File: src/source/lpf_fixed_pkg.sv
package lpf_fixed_pkg;

    localparam int Q_W    = 18;
    localparam int Q_FRAC = 16;

    // Signed Q2.16
    typedef logic signed [Q_W-1:0] q_t;

    localparam q_t Q_ONE = 18'sd65536;

    // round(65536 * 2^(-k/16))
    function automatic q_t exp2_frac(input logic [3:0] k);
        case (k)
            4'h0:    return 18'sd65536;
            4'h1:    return 18'sd62757;
            4'h2:    return 18'sd60097;
            4'h3:    return 18'sd57549;
            4'h4:    return 18'sd55109;
            4'h5:    return 18'sd52773;
            4'h6:    return 18'sd50535;
            4'h7:    return 18'sd48393;
            4'h8:    return 18'sd46341;
            4'h9:    return 18'sd44376;
            4'ha:    return 18'sd42495;
            4'hb:    return 18'sd40693;
            4'hc:    return 18'sd38968;
            4'hd:    return 18'sd37316;
            4'he:    return 18'sd35734;
            default: return 18'sd34219;
        endcase
    endfunction

    // Clamp a wide signed value into the q_t range
    function automatic q_t sat_q(input logic signed [63:0] v);
        if (v > 64'sd131071) begin
            return 18'sd131071;
        end else if (v < -64'sd131072) begin
            return -18'sd131072;
        end
        return v[Q_W-1:0];
    endfunction

endpackage

File: src/source/lpf_seq_pkg.sv
package lpf_seq_pkg;

    // Coefficient sequencer states
    typedef enum logic [3:0] {
        S_IDLE,
        S_OMEGA,
        S_TRIG,
        S_WAIT_TRIG,
        S_ALPHA,
        S_RAW,
        S_RECIP,
        S_WAIT_RECIP,
        S_NORM,
        S_DRAIN,
        S_DONE
    } seq_state_e;

    // Multiply-add opcodes, products are (a*b)>>>16
    typedef enum logic [1:0] {
        MAC_NOP,
        MAC_MUL,
        MAC_MUL_ADD,
        MAC_MUL_SUB
    } mac_op_e;

    // Coefficient slots
    typedef enum logic [2:0] {
        CI_B0,
        CI_B1,
        CI_B2,
        CI_A1,
        CI_A2
    } coef_idx_e;

endpackage

File: src/source/cc_to_omega.sv
`timescale 1ns/1ps

module cc_to_omega import lpf_fixed_pkg::*; #(
    parameter q_t OMEGA0_MAX = 18'sd25736
) (
    input  logic       reset,
    input  logic       clk,
    input  logic       load,
    input  logic [6:0] cc_omega0,
    output q_t         omega0,
    output logic       omega_ready
);

    logic signed [63:0] frac_prod;
    q_t                 frac_scaled;

    // Fractional octave from the table, whole octaves by shifting
    always_comb begin
        frac_prod   = OMEGA0_MAX * exp2_frac(cc_omega0[3:0]);
        frac_scaled = sat_q(frac_prod >>> Q_FRAC);
    end

    always_ff @(posedge reset) begin
        if (load) begin
            omega0 <= frac_scaled >>> cc_omega0[6:4];
        end
    end

    always_ff @(posedge reset or posedge clk) begin
        if (clk) begin
            omega_ready <= 1'b0;
        end else begin
            omega_ready <= load;
        end
    end

endmodule

File: src/source/lpf_coef_calc.sv
`timescale 1ns/1ps

module lpf_coef_calc import lpf_fixed_pkg::*, lpf_seq_pkg::*; #(
    parameter q_t OMEGA0_MAX = 18'sd25736
) (
    input  logic       reset,
    input  logic       clk,
    input  logic       do_calc,
    input  logic [6:0] cc_omega0,
    input  logic [6:0] cc_inv_2q,
    output logic       busy,
    output logic       coef_valid,
    output q_t         coef_b0,
    output q_t         coef_b1,
    output q_t         coef_b2,
    output q_t         coef_a1,
    output q_t         coef_a2
);

    logic    omega_load;
    logic    omega_ready;
    q_t      omega0;
    logic    trig_start;
    logic    trig_done;
    q_t      sin_w;
    q_t      cos_w;
    logic    recip_start;
    logic    recip_done;
    q_t      recip_den;
    q_t      recip_q;
    mac_op_e mac_op;
    q_t      mac_a;
    q_t      mac_b;
    q_t      mac_c;
    q_t      mac_p;

    lpf_coef_sequencer i_lpf_coef_sequencer (
        .reset       (reset),
        .clk         (clk),
        .do_calc     (do_calc),
        .cc_inv_2q   (cc_inv_2q),
        .omega_ready (omega_ready),
        .trig_done   (trig_done),
        .sin_w       (sin_w),
        .cos_w       (cos_w),
        .recip_done  (recip_done),
        .recip_q     (recip_q),
        .mac_p       (mac_p),
        .omega_load  (omega_load),
        .trig_start  (trig_start),
        .recip_start (recip_start),
        .recip_den   (recip_den),
        .mac_op      (mac_op),
        .mac_a       (mac_a),
        .mac_b       (mac_b),
        .mac_c       (mac_c),
        .busy        (busy),
        .coef_valid  (coef_valid),
        .coef_b0     (coef_b0),
        .coef_b1     (coef_b1),
        .coef_b2     (coef_b2),
        .coef_a1     (coef_a1),
        .coef_a2     (coef_a2)
    );

    cc_to_omega #(
        .OMEGA0_MAX (OMEGA0_MAX)
    ) i_cc_to_omega (
        .reset       (reset),
        .clk         (clk),
        .load        (omega_load),
        .cc_omega0   (cc_omega0),
        .omega0      (omega0),
        .omega_ready (omega_ready)
    );

    trig_series i_trig_series (
        .reset  (reset),
        .clk    (clk),
        .start  (trig_start),
        .omega0 (omega0),
        .sin_w  (sin_w),
        .cos_w  (cos_w),
        .done   (trig_done)
    );

    recip_divider i_recip_divider (
        .reset (reset),
        .clk   (clk),
        .start (recip_start),
        .den   (recip_den),
        .quot  (recip_q),
        .done  (recip_done)
    );

    mac_slice i_mac_slice (
        .reset (reset),
        .clk   (clk),
        .op    (mac_op),
        .a     (mac_a),
        .b     (mac_b),
        .c     (mac_c),
        .p     (mac_p)
    );

endmodule

File: src/source/lpf_coef_sequencer.sv
`timescale 1ns/1ps

module lpf_coef_sequencer import lpf_fixed_pkg::*, lpf_seq_pkg::*; (
    input  logic       reset,
    input  logic       clk,
    input  logic       do_calc,
    input  logic [6:0] cc_inv_2q,
    input  logic       omega_ready,
    input  logic       trig_done,
    input  q_t         sin_w,
    input  q_t         cos_w,
    input  logic       recip_done,
    input  q_t         recip_q,
    input  q_t         mac_p,
    output logic       omega_load,
    output logic       trig_start,
    output logic       recip_start,
    output q_t         recip_den,
    output mac_op_e    mac_op,
    output q_t         mac_a,
    output q_t         mac_b,
    output q_t         mac_c,
    output logic       busy,
    output logic       coef_valid,
    output q_t         coef_b0,
    output q_t         coef_b1,
    output q_t         coef_b2,
    output q_t         coef_a1,
    output q_t         coef_a2
);

    localparam q_t NEG_TWO = -18'sd131072;

    seq_state_e state;
    logic [2:0] step;
    q_t         inv_2q_r;
    q_t         slot_r [0:4];
    coef_idx_e  norm_idx;
    logic       iss_wr;
    coef_idx_e  iss_idx;
    logic [1:0] wr_v;
    coef_idx_e  wr_idx [0:1];

    assign busy        = (state != S_IDLE);
    // Both controller values are taken on the strobe itself
    assign omega_load  = (state == S_IDLE) && do_calc;
    assign trig_start  = (state == S_TRIG);
    assign recip_start = (state == S_RECIP);
    // a0 is parked in the b0 slot until the divider takes it
    assign recip_den   = slot_r[CI_B0];
    assign norm_idx    = coef_idx_e'(step);

    // ------------------------------------------------------------------------
    // Multiply-add issue
    // ------------------------------------------------------------------------
    always_comb begin
        mac_op  = MAC_NOP;
        mac_a   = '0;
        mac_b   = '0;
        mac_c   = '0;
        iss_wr  = 1'b0;
        iss_idx = CI_B0;
        case (state)
            S_ALPHA: begin
                // a0 = alpha + 1, then a2 = 1 - alpha
                mac_a   = sin_w;
                mac_b   = inv_2q_r;
                mac_c   = Q_ONE;
                iss_wr  = 1'b1;
                mac_op  = (step == 3'd0) ? MAC_MUL_ADD : MAC_MUL_SUB;
                iss_idx = (step == 3'd0) ? CI_B0 : CI_A2;
            end
            S_RAW: begin
                // b1 = 1 - cos, then a1 = -2 cos
                mac_a   = cos_w;
                mac_b   = (step == 3'd0) ? Q_ONE : NEG_TWO;
                mac_c   = Q_ONE;
                iss_wr  = 1'b1;
                mac_op  = (step == 3'd0) ? MAC_MUL_SUB : MAC_MUL;
                iss_idx = (step == 3'd0) ? CI_B1 : CI_A1;
            end
            S_NORM: begin
                mac_a   = slot_r[norm_idx];
                mac_b   = recip_q;
                iss_wr  = 1'b1;
                mac_op  = MAC_MUL;
                iss_idx = norm_idx;
            end
            default: ;
        endcase
    end

    // Write-back flag and slot follow the two stages of the slice
    always_ff @(posedge reset or posedge clk) begin
        if (clk) begin
            wr_v      <= 2'b00;
            wr_idx[0] <= CI_B0;
            wr_idx[1] <= CI_B0;
        end else begin
            wr_v      <= {wr_v[0], iss_wr};
            wr_idx[0] <= iss_idx;
            wr_idx[1] <= wr_idx[0];
        end
    end

    always_ff @(posedge reset) begin
        if (wr_v[1]) begin
            slot_r[wr_idx[1]] <= mac_p;
        end
        if (state == S_WAIT_RECIP && recip_done) begin
            slot_r[CI_B0] <= slot_r[CI_B1] >>> 1;
            slot_r[CI_B2] <= slot_r[CI_B1] >>> 1;
        end
        if (state == S_IDLE && do_calc) begin
            inv_2q_r <= sat_q($signed({46'd0, {1'b0, cc_inv_2q} + 8'd1, 10'd0}));
        end
    end

    // ------------------------------------------------------------------------
    // Control FSM
    // ------------------------------------------------------------------------
    always_ff @(posedge reset or posedge clk) begin
        if (clk) begin
            state <= S_IDLE;
            step  <= 3'd0;
        end else begin
            case (state)
                S_IDLE:       if (do_calc) state <= S_OMEGA;
                S_OMEGA:      if (omega_ready) state <= S_TRIG;
                S_TRIG:       state <= S_WAIT_TRIG;
                S_WAIT_TRIG: begin
                    step <= 3'd0;
                    if (trig_done) state <= S_ALPHA;
                end
                S_ALPHA: begin
                    step <= (step == 3'd1) ? 3'd0 : step + 3'd1;
                    if (step == 3'd1) state <= S_RAW;
                end
                S_RAW: begin
                    step <= (step == 3'd1) ? 3'd0 : step + 3'd1;
                    if (step == 3'd1) state <= S_RECIP;
                end
                S_RECIP:      state <= S_WAIT_RECIP;
                S_WAIT_RECIP: if (recip_done) state <= S_NORM;
                S_NORM: begin
                    step <= (step == 3'd4) ? 3'd0 : step + 3'd1;
                    if (step == 3'd4) state <= S_DRAIN;
                end
                S_DRAIN: begin
                    step <= (step == 3'd1) ? 3'd0 : step + 3'd1;
                    if (step == 3'd1) state <= S_DONE;
                end
                default:      state <= S_IDLE;
            endcase
        end
    end

    // Output registers hold until the next finished calculation
    always_ff @(posedge reset or posedge clk) begin
        if (clk) begin
            coef_valid <= 1'b0;
            coef_b0    <= '0;
            coef_b1    <= '0;
            coef_b2    <= '0;
            coef_a1    <= '0;
            coef_a2    <= '0;
        end else begin
            coef_valid <= (state == S_DONE);
            if (state == S_DONE) begin
                coef_b0 <= slot_r[CI_B0];
                coef_b1 <= slot_r[CI_B1];
                coef_b2 <= slot_r[CI_B2];
                coef_a1 <= slot_r[CI_A1];
                coef_a2 <= slot_r[CI_A2];
            end
        end
    end

    a_trig_one_at_a_time: assert property (
        @(posedge reset) disable iff (clk)
        trig_start |=> (!trig_start throughout trig_done[->1]));

    a_recip_one_at_a_time: assert property (
        @(posedge reset) disable iff (clk)
        recip_start |=> (!recip_start throughout recip_done[->1]));

    a_valid_single: assert property (
        @(posedge reset) disable iff (clk) coef_valid |=> !coef_valid);

endmodule

File: src/source/mac_slice.sv
`timescale 1ns/1ps

module mac_slice import lpf_fixed_pkg::*, lpf_seq_pkg::*; (
    input  logic    reset,
    input  logic    clk,
    input  mac_op_e op,
    input  q_t      a,
    input  q_t      b,
    input  q_t      c,
    output q_t      p
);

    mac_op_e            op_r;
    q_t                 a_r;
    q_t                 b_r;
    q_t                 c_r;
    logic signed [63:0] prod;

    always_comb begin
        prod = a_r * b_r;
        prod = prod >>> Q_FRAC;
    end

    // Operand stage
    always_ff @(posedge reset or posedge clk) begin
        if (clk) begin
            op_r <= MAC_NOP;
        end else begin
            op_r <= op;
        end
    end

    always_ff @(posedge reset) begin
        a_r <= a;
        b_r <= b;
        c_r <= c;
    end

    // Result stage
    always_ff @(posedge reset or posedge clk) begin
        if (clk) begin
            p <= '0;
        end else begin
            case (op_r)
                MAC_MUL:     p <= sat_q(prod);
                MAC_MUL_ADD: p <= sat_q(prod + 64'(c_r));
                MAC_MUL_SUB: p <= sat_q(64'(c_r) - prod);
                default:     p <= '0;
            endcase
        end
    end

    a_op_known: assert property (
        @(posedge reset) disable iff (clk) !$isunknown(op));

endmodule

File: src/source/recip_divider.sv
`timescale 1ns/1ps

module recip_divider import lpf_fixed_pkg::*; (
    input  logic reset,
    input  logic clk,
    input  logic start,
    input  q_t   den,
    output q_t   quot,
    output logic done
);

    logic        busy;
    logic [5:0]  bit_cnt;
    logic [16:0] den_r;
    logic [18:0] rem;
    logic [33:0] qbits;
    logic [18:0] rem_sh;
    logic [18:0] rem_nxt;
    logic [33:0] qbits_nxt;

    // Dividend bits shift out of qbits while quotient bits shift in
    always_comb begin
        rem_sh = {rem[17:0], qbits[33]};
        if (rem_sh >= {2'b00, den_r}) begin
            rem_nxt   = rem_sh - {2'b00, den_r};
            qbits_nxt = {qbits[32:0], 1'b1};
        end else begin
            rem_nxt   = rem_sh;
            qbits_nxt = {qbits[32:0], 1'b0};
        end
    end

    always_ff @(posedge reset or posedge clk) begin
        if (clk) begin
            busy    <= 1'b0;
            bit_cnt <= 6'd0;
            done    <= 1'b0;
        end else begin
            done <= 1'b0;
            if (start && !busy) begin
                busy    <= 1'b1;
                bit_cnt <= 6'd0;
            end else if (busy) begin
                bit_cnt <= bit_cnt + 6'd1;
                if (bit_cnt == 6'd33) begin
                    busy <= 1'b0;
                    done <= 1'b1;
                end
            end
        end
    end

    always_ff @(posedge reset) begin
        if (start && !busy) begin
            den_r <= den[16:0];
            rem   <= '0;
            qbits <= 34'h1_0000_0000;
        end else if (busy) begin
            rem   <= rem_nxt;
            qbits <= qbits_nxt;
            if (bit_cnt == 6'd33) begin
                quot <= sat_q($signed({30'd0, qbits_nxt}));
            end
        end
    end

    a_den_positive: assert property (
        @(posedge reset) disable iff (clk) (start && !busy) |-> (den > 0));

endmodule

File: src/source/trig_series.sv
`timescale 1ns/1ps

module trig_series import lpf_fixed_pkg::*; (
    input  logic reset,
    input  logic clk,
    input  logic start,
    input  q_t   omega0,
    output q_t   sin_w,
    output q_t   cos_w,
    output logic done
);

    // round(65536/k)
    localparam q_t K2  = 18'sd32768;
    localparam q_t K6  = 18'sd10923;
    localparam q_t K12 = 18'sd5461;
    localparam q_t K20 = 18'sd3277;
    localparam q_t K30 = 18'sd2185;

    logic       busy;
    logic [2:0] step;
    q_t         w_r;
    q_t         x2_r;
    q_t         s_acc;
    q_t         c_acc;
    q_t         mx;
    q_t         mk;
    q_t         ma;
    q_t         prod;
    q_t         horner;

    function automatic q_t qmul(input q_t a, input q_t b);
        logic signed [63:0] wide;
        wide = a * b;
        return sat_q(wide >>> Q_FRAC);
    endfunction

    // Steps run x2, s1, c1, s2, c2, c3, then sin
    // Each Horner level is 1 - (x2*K)*acc
    always_comb begin
        mx = x2_r;
        mk = K20;
        ma = Q_ONE;
        case (step)
            3'd0: begin
                mx = w_r;
                mk = w_r;
            end
            3'd1: mk = K20;
            3'd2: mk = K30;
            3'd3: begin
                mk = K6;
                ma = s_acc;
            end
            3'd4: begin
                mk = K12;
                ma = c_acc;
            end
            3'd5: begin
                mk = K2;
                ma = c_acc;
            end
            default: begin
                mx = w_r;
                mk = s_acc;
            end
        endcase
        prod   = qmul(qmul(mx, mk), ma);
        horner = sat_q(64'(Q_ONE) - 64'(prod));
    end

    always_ff @(posedge reset or posedge clk) begin
        if (clk) begin
            busy <= 1'b0;
            step <= 3'd0;
            done <= 1'b0;
        end else begin
            done <= 1'b0;
            if (start && !busy) begin
                busy <= 1'b1;
                step <= 3'd0;
            end else if (busy) begin
                step <= step + 3'd1;
                if (step == 3'd6) begin
                    busy <= 1'b0;
                    done <= 1'b1;
                end
            end
        end
    end

    always_ff @(posedge reset) begin
        if (start && !busy) begin
            w_r <= omega0;
        end else if (busy) begin
            case (step)
                3'd0:    x2_r  <= prod;
                3'd1:    s_acc <= horner;
                3'd2:    c_acc <= horner;
                3'd3:    s_acc <= horner;
                3'd4:    c_acc <= horner;
                3'd5:    c_acc <= horner;
                default: begin
                    sin_w <= prod;
                    cos_w <= c_acc;
                end
            endcase
        end
    end

    // done comes seven steps after the accepted start
    a_done_after_start: assert property (
        @(posedge reset) disable iff (clk) $rose(done) |-> $past(start && !busy, 8));

endmodule

File: config.mk
export PLATFORM = sky130hd
export DESIGN_NAME = lpf_coef_calc
export DESIGN_NICKNAME = d
export VERILOG_FILES = /design/src/source/lpf_fixed_pkg.sv /design/src/source/lpf_seq_pkg.sv /design/src/source/cc_to_omega.sv /design/src/source/lpf_coef_calc.sv /design/src/source/lpf_coef_sequencer.sv /design/src/source/mac_slice.sv /design/src/source/recip_divider.sv /design/src/source/trig_series.sv
export SDC_FILE = /design/constraint.sdc
export NUM_CORES = 2
export LEC_CHECK = 0
export ABC_AREA = 1
export BUFFER_PORTS_ARGS = -buffer_cell sky130_fd_sc_hd__buf_4
export CAP_MARGIN = 0
export CORE_AREA = 2 2 393 395
export DETAILED_ROUTE_END_ITERATION = 12
export DIE_AREA = 0 0 395 397
export PLACE_DENSITY = 0.57
export SLEW_MARGIN = 10
export SYNTH_ARGS = -nofsm -noshare
export SYNTH_HDL_FRONTEND = slang
export SYNTH_SLANG_ARGS = --single-unit
File: constraint.sdc
create_clock -name reset -period 15.1 [get_ports reset]
set_input_delay 1.51 -clock reset [delete_from_list [all_inputs] [get_ports reset]]
set_output_delay 1.51 -clock reset [all_outputs]
set_load 0.05 [all_outputs]
======== Word level (Yosys, flattened, before mapping) ========
Memory sizes are Yosys's and may differ from the RTL's. A register that Yosys moved wholly into a read port is not among the register bits.
Cells that the tools add are included.
storage, ports and cells
  bits in registers ....................... 370
  RAM bits ................................ 90
  bits in read-only memories .............. 272
  word-level logic and storage cells ...... 222
  memories kept ........................... 2
cells by class
  add/subtract/negate cells ............... 8
  multiply operators ...................... 4
  magnitude comparators ................... 17
  eq/ne operators ......................... 30
  shift operators ......................... 1
  muxes and demuxes ....................... 97
  bitwise operators ....................... 3
  reduce and logical (&&, ||, !) cells .... 27
memory list
  name                         words  bits a word  rd ports  clocked after memory_dff  wr ports  line                      source
  (name not given)             16     17           1         0                         0         lpf_fixed_pkg.sv:13       case (k)
  i_lpf_coef_sequencer.slot_r  5      18           6         3                         3         lpf_coef_sequencer.sv:37  q_t slot_r [0:4];
operators with widths
  kind                      count
  $mux W18                  28
  $gt A64 B18 Y1 const B    3
  $lt A64 B18 Y1 const B    3
  $pmux W18 S3              3
  $mul A18 B18 Y36          3
  $pmux W18 S6              1
  $gt A20 B18 Y1 const B    3
  $lt A20 B18 Y1 const B    3
  $mux W1                   42
  $pmux W4 S10              1
  $pmux W18 S2              1
  $gt A34 B17 Y1 const B    1
  $mux W4                   8
  $mul A13 B18 Y31 const A  1
  $add A20 B18 Y21          1
  $sub A18 B20 Y21          1
  $ge A19 B17 Y1            1
  $sub A18 B18 Y19 const A  1
  $gt A18 B17 Y1 const B    1
  $gt A18 B18 Y1 const B    1
  $lt A18 B18 Y1 const B    1
  $pmux W3 S3               2
  $sshr A18 B3 Y18          1
  $sub A18 B17 Y18          1
  34 further kinds          75

======== Logic depth before layout (Yosys ltp) ========
  depth after elaboration ................. 18
  mapped depth ............................ 80
  gate-level depth less buffers ........... 76

======== Modules after synthesis ========
Synthesis repeated with hierarchy kept, for this count alone.
second synthesis, totals
  cell total of the unflattened synthesis .. 7821
  area, all modules ....................... 65492.8 sq um
by module, submodules not included
  module              instances  cells each  area an instance (sq um)  sequential area each (sq um)
  trig_series         1          3342        28966.5                   3368.2
  mac_slice           1          2154        16828.6                   1581.5
  lpf_coef_sequencer  1          1077        10128.5                   6165.9
  cc_to_omega         1          672         4797.1                    565.5
  recip_divider       1          576         4772.1                    2292.2

======== Worst setup path after synthesis ========
OpenSTA, ideal clock, no wires.
  kind .................................... register -> register
  start ................................... reg i_trig_series.step[0]
  end ..................................... reg i_trig_series.c_acc[9], data pin
  arrival ................................. 14.114 ns
  required time ........................... 14.967 ns
  setup slack ............................. 0.854 ns
  stages on the path, launching flop included .. 66
  path buffers ............................ 3
  clock period less this slack ............ 14.246 ns
  path through ............................ dfrtp_1 > ha_1 > ha_1 > inv_1 > nand3_2 > inv_1 > clkbuf_1 > a211oi_1 > a21oi_1 > clkinv_1 > nor2_1 > fa_1 > fa_1 > inv_1 > fa_1 > inv_1 > fa_1 > fa_1 > (+30 left out) > inv_1 > a21oi_1 > nor2_1 > a211oi_1 > nand3_1 > nand2_4 > inv_2 > nand2_8 > inv_2 > o21ai_4 > ha_1 > nand2_1 > nor2_4 > nand3_2 > nand2_2 > nand2_4 > buf_6 > nand2_2
between the ends
  longest elaborated chain between the ends .. 18
  elaborated cells between the ends (all ways) .. 32
RTL lines
  item                                  line                 source
  start, declared                       trig_series.sv:21    logic [2:0] step;
  start signal, assigned                trig_series.sv:83    step <= step + 3'd1;
  $eq A3 B1 Y1 (tied with other cells)  trig_series.sv:44    case (step)
  $reduce_or A5 Y1 (no source line)     n/a
  $mux W18                              trig_series.sv:44
  $mul A18 B18 Y36                      trig_series.sv:34    wide = a * b;
  $lt A20 B18 Y1                        lpf_fixed_pkg.sv:37  end else if (v < -64'sd131072) begin
  $mux W1                               lpf_fixed_pkg.sv:37
  $mux W1                               lpf_fixed_pkg.sv:35  if (v > 64'sd131071) begin
  $mux W18                              lpf_fixed_pkg.sv:40  return v[Q_W-1:0];
  (+4 left out)                         n/a
  $mux W18 (*)                          lpf_fixed_pkg.sv:40
  net i_trig_series.prod[17]            trig_series.sv:29    q_t prod;
  $sub A18 B18 Y19 (*)                  trig_series.sv:69    horner = sat_q(64'(Q_ONE) - 64'(prod));
  $lt A64 B18 Y1                        lpf_fixed_pkg.sv:37
  $mux W1                               lpf_fixed_pkg.sv:37
  $mux W1                               lpf_fixed_pkg.sv:35
  $mux W18 (*)                          lpf_fixed_pkg.sv:40
  net i_trig_series.horner[9]           trig_series.sv:30    q_t horner;
  end signal, assigned                  trig_series.sv:99    3'd2: c_acc <= horner;
  end signal, assigned                  trig_series.sv:101   3'd4: c_acc <= horner;
  end signal, assigned                  trig_series.sv:102   3'd5: c_acc <= horner;
  end, declared                         trig_series.sv:25    q_t c_acc;
Mark *: on every way through the listed nets, which the timed path passes. The rest lies on a longest branch.
A chain may end at the register's enable or synchronous reset.

======== Worst setup path after layout ========
  start ................................... reg i_trig_series.step[0]
  end ..................................... reg i_trig_series.c_acc[1], data pin
Same word-level chain as after synthesis.

==> impl_metrics.tcl <==
set metrics [dict create \
    cts.sinks 507 \
    start_util 0.3966 \
    status "finished, final reports clean" \
    synth_ff_type "edfxtp_1" \
    die_x_um 395 \
    holdBufCountCts 0 \
    grtUsageTotal 0.2201 \
    drv_slew 0 \
    area_growth_pct 11.39 \
    drive_gt1_frac 0.1002 \
    cts_buffers 51 \
    finalHoldViolations 0 \
    dp.final_hpwl_mm 138.5 \
    timing.final.ws_setup_ns 0.7000 \
    critPathCaptureType "flop" \
    h-tree-depth 2 \
    worst_pin_slew_ns 1.210 \
    synth_area_um2 60670 \
    drt_first_iter_violations 2965 \
    drt-wirelength-per-cell_um 18.37 \
    routed-via-count 45613 \
    clk_pin_slew_worst_paths_ns 0.07 \
    grt_pass1_wl_mm 271.6 \
    cp_max_fo 13 \
    setup_viol 0 \
    port_buffers 108 \
    reg.largest.list "i_lpf_coef_sequencer.slot_r: 108 flops, i_recip_divider.qbits: 34 flops" \
    grt_max_degree 82 \
    rows 144 \
    crit_buf_inv 22 \
    clock_skew_ns 0.02147 \
    worstPathRequired_ns 15.56 \
    final_cell_area_um2 67580 \
    cp_top_family "adder cells" \
    synth-seq-cells 507 \
    ys_warn_count 0 \
    clk_latency_ns 0.60 \
    dr.pass1.iters 6 \
    critPathArrivalTime_ns 14.86 \
    grt-ovfl-total 0 \
    place_ws_ns -0.08244 \
    netlist_instances 6937 \
    drc 0 \
    critPathMaxStageDelay_ns 0.59 \
    startpoint_type "flop" \
    slew_headroom 0.1829 \
    grt_pass1_vias 47928 \
    viasPerCell 4.935 \
    root_buffer "clkbuf_16" \
    antenna_cells 0 \
    wl_mm 169.8 \
    clockBufferDepth 3 \
    crit_path_frequent_cell "fa_1" \
    syn_avg_cell_area_um2 8.746 \
    place_area_um2 65010 \
    min_period_ns 14.40 \
    core_um2 153000 \
    final_net_count 8585 \
    yosysSeqAreaShare 0.2247 \
    fill_cells 15060 \
    cts_tree "yes" \
    critPathKind "flop to flop" \
    fp.dieH_um 397 \
    postRouteAntennaNets 0 \
    largest_reg_flops 108 \
    gp_congestion 0.9226 \
    totalNegativeSetupSlack_ns 0 \
    synth.distinct_cells 65 \
    synth-edff-count 278 \
    async_reset_ff_frac 0.2761 \
    largest-register "i_lpf_coef_sequencer.slot_r" \
    io-pin-count 109 \
    die_area_um2 156800 \
    crit_slowest_cell "fa_1" \
    hold_path.class "flop to flop" \
    grt_antenna_before_repair 4 \
    fin_crit_sh 0.9536 \
    cap_violations 0 \
    fmax_ghz 0.06944 \
]
[cell usage after synthesis (9+ instances only)]
cell,n,area share
nand4_1,23,0.0024
a221o_1,18,0.0030
nor3_1,28,0.0023
nand2_1,1333,0.082
nand3_1,146,0.012
o21ai_0,274,0.023
o21a_1,13,0.0016
o21bai_1,9,0.0011
xnor2_1,58,0.0084
a21boi_0,13,0.0016
buf_1,10,0.00062
edfxtp_1,278,0.14
ha_1,396,0.082
o22ai_1,9,0.00093
nor4_1,15,0.0015
a22oi_1,48,0.0059
fa_1,1016,0.34
a31oi_1,12,0.0012
dfxtp_1,89,0.029
nor2_1,553,0.034
clkbuf_1,206,0.013
a21o_1,16,0.0020
a211oi_1,29,0.0036
nand2_2,38,0.0039
xor2_1,70,0.010
a21oi_1,210,0.017
or2_2,34,0.0035
clkinv_1,21,0.0013
dfrtp_1,140,0.058
inv_1,1717,0.11
nand2_4,11,0.0020
[layout by cell type, fill, tap and decap left out, drive strengths merged, types with 4 or more instances in the layout]
cell,netlist,routed
buf,23,389
o31ai,5,5
xor2,70,70
fa,1016,1016
nand3,153,153
clkinvlp,0,18
or2,34,34
mux2i,4,4
o221ai,5,5
nor4,15,15
xnor2,58,58
o21ai,282,282
a21o,16,16
ha,396,396
a31oi,12,12
o21bai,9,9
a22oi,48,48
a211oi,29,29
nand4,24,24
nand3b,4,4
dfrtp,140,140
inv,1727,1725
a22o,7,7
nand2,1383,1387
a21oi,212,212
o21a,13,13
a21boi,14,14
o22ai,9,9
clkbuf,206,65
a221o,18,18
dfxtp,89,89
clkinv,21,36
nor2,563,563
edfxtp,278,278
o211ai,8,8
nor3,28,28
[cells by family (layout without fill, tap and decap cells)]
| family | after synthesis | after routing | share of synthesized area |
|---|---|---|---|
| and+or+nand+nor | 2209 | 2213 | 0.1488 |
| buffers and inverters | 1977 | 2234 | 0.1231 |
| adders and majority gates | 1412 | 1412 | 0.4169 |
| AOI/OAI and AO/OA | 699 | 699 | 0.06727 |
| DFF | 507 | 507 | 0.2247 |
| xor gates and xnor gates | 128 | 128 | 0.01848 |
| muxes | 4 | 4 | 0.0006600 |
| other | 1 | 2 | 0.00006181 |
[path summary, 6_finish.rpt]
check | endpoint | cells past startpoint | slack [ns] | start
worst max-delay path | i_trig_series.c_acc[1] | 71 | 0.70 | i_trig_series.step[0]
worst min-delay path | i_lpf_coef_sequencer.wr_idx[2] | 0 | 0.35 | i_lpf_coef_sequencer.wr_idx[5]
worst max register to register | i_trig_series.c_acc[1] | 71 | 0.70 | i_trig_series.step[0]
worst min register to register | i_lpf_coef_sequencer.wr_idx[2] | 0 | 0.35 | i_lpf_coef_sequencer.wr_idx[5]
max in group asynchronous | i_lpf_coef_sequencer.wr_idx[1] | 3 | 12.67 | clk
min in group asynchronous | i_lpf_coef_sequencer.coef_a2[10] | 2 | 1.04 | clk
[per-stage QoR]
step / hold slack (ns) / instances / util
2_1_floorplan: 0.3312 / 6938 / -
3_3_place_gp: 0.3406 / 9102 / 0.4250
5_1_grt: 0.3584 / 9243 / 0.4418
6_report: 0.3456 / 9243 / 0.4418
4_1_cts: 0.3538 / 9198 / 0.4358
3_5_place_dp: 0.3402 / 9102 / 0.4250
[cell type report]
| cell class | instances | area, µm² | share of cell area |
|---|---|---|---|
| well taps | 2044 | 2557 | 0.03784 |
| multi-input cells | 4458 | 40080 | 0.5931 |
| clock inverters | 31 | 237.7 | 0.003518 |
| flip-flops and latches | 507 | 13630 | 0.2017 |
| repair buffers | 389 | 3008 | 0.04451 |
| inverters | 1748 | 6644 | 0.09832 |
| clock buffers | 65 | 1410 | 0.02087 |
| repair inverters | 1 | 7.507 | 0.0001111 |
[layer usage]
| metal | global-route usage | wire length (µm) | vias up |
|---|---|---|---|
| li1 | - | - | 21247 |
| met1 | 0.2975 | 72410 | 22761 |
| met2 | 0.3730 | 82190 | 1315 |
| met3 | 0.01937 | 8420 | 288 |
| met4 | 0.07415 | 6740 | 2 |
| met5 | 0 | 9 | - |
[repair_timing]
item | CTS | global route
buffers inserted | 0 | 40
gates cloned | 0 | 5
gates resized for setup | 3 | 156
pin swaps | 0 | 27
endpoints found under the setup margin | 34 | 70
Power is not shown: default switching activity piles up to over one toggle a cycle in this logic, so the estimate is an artifact.
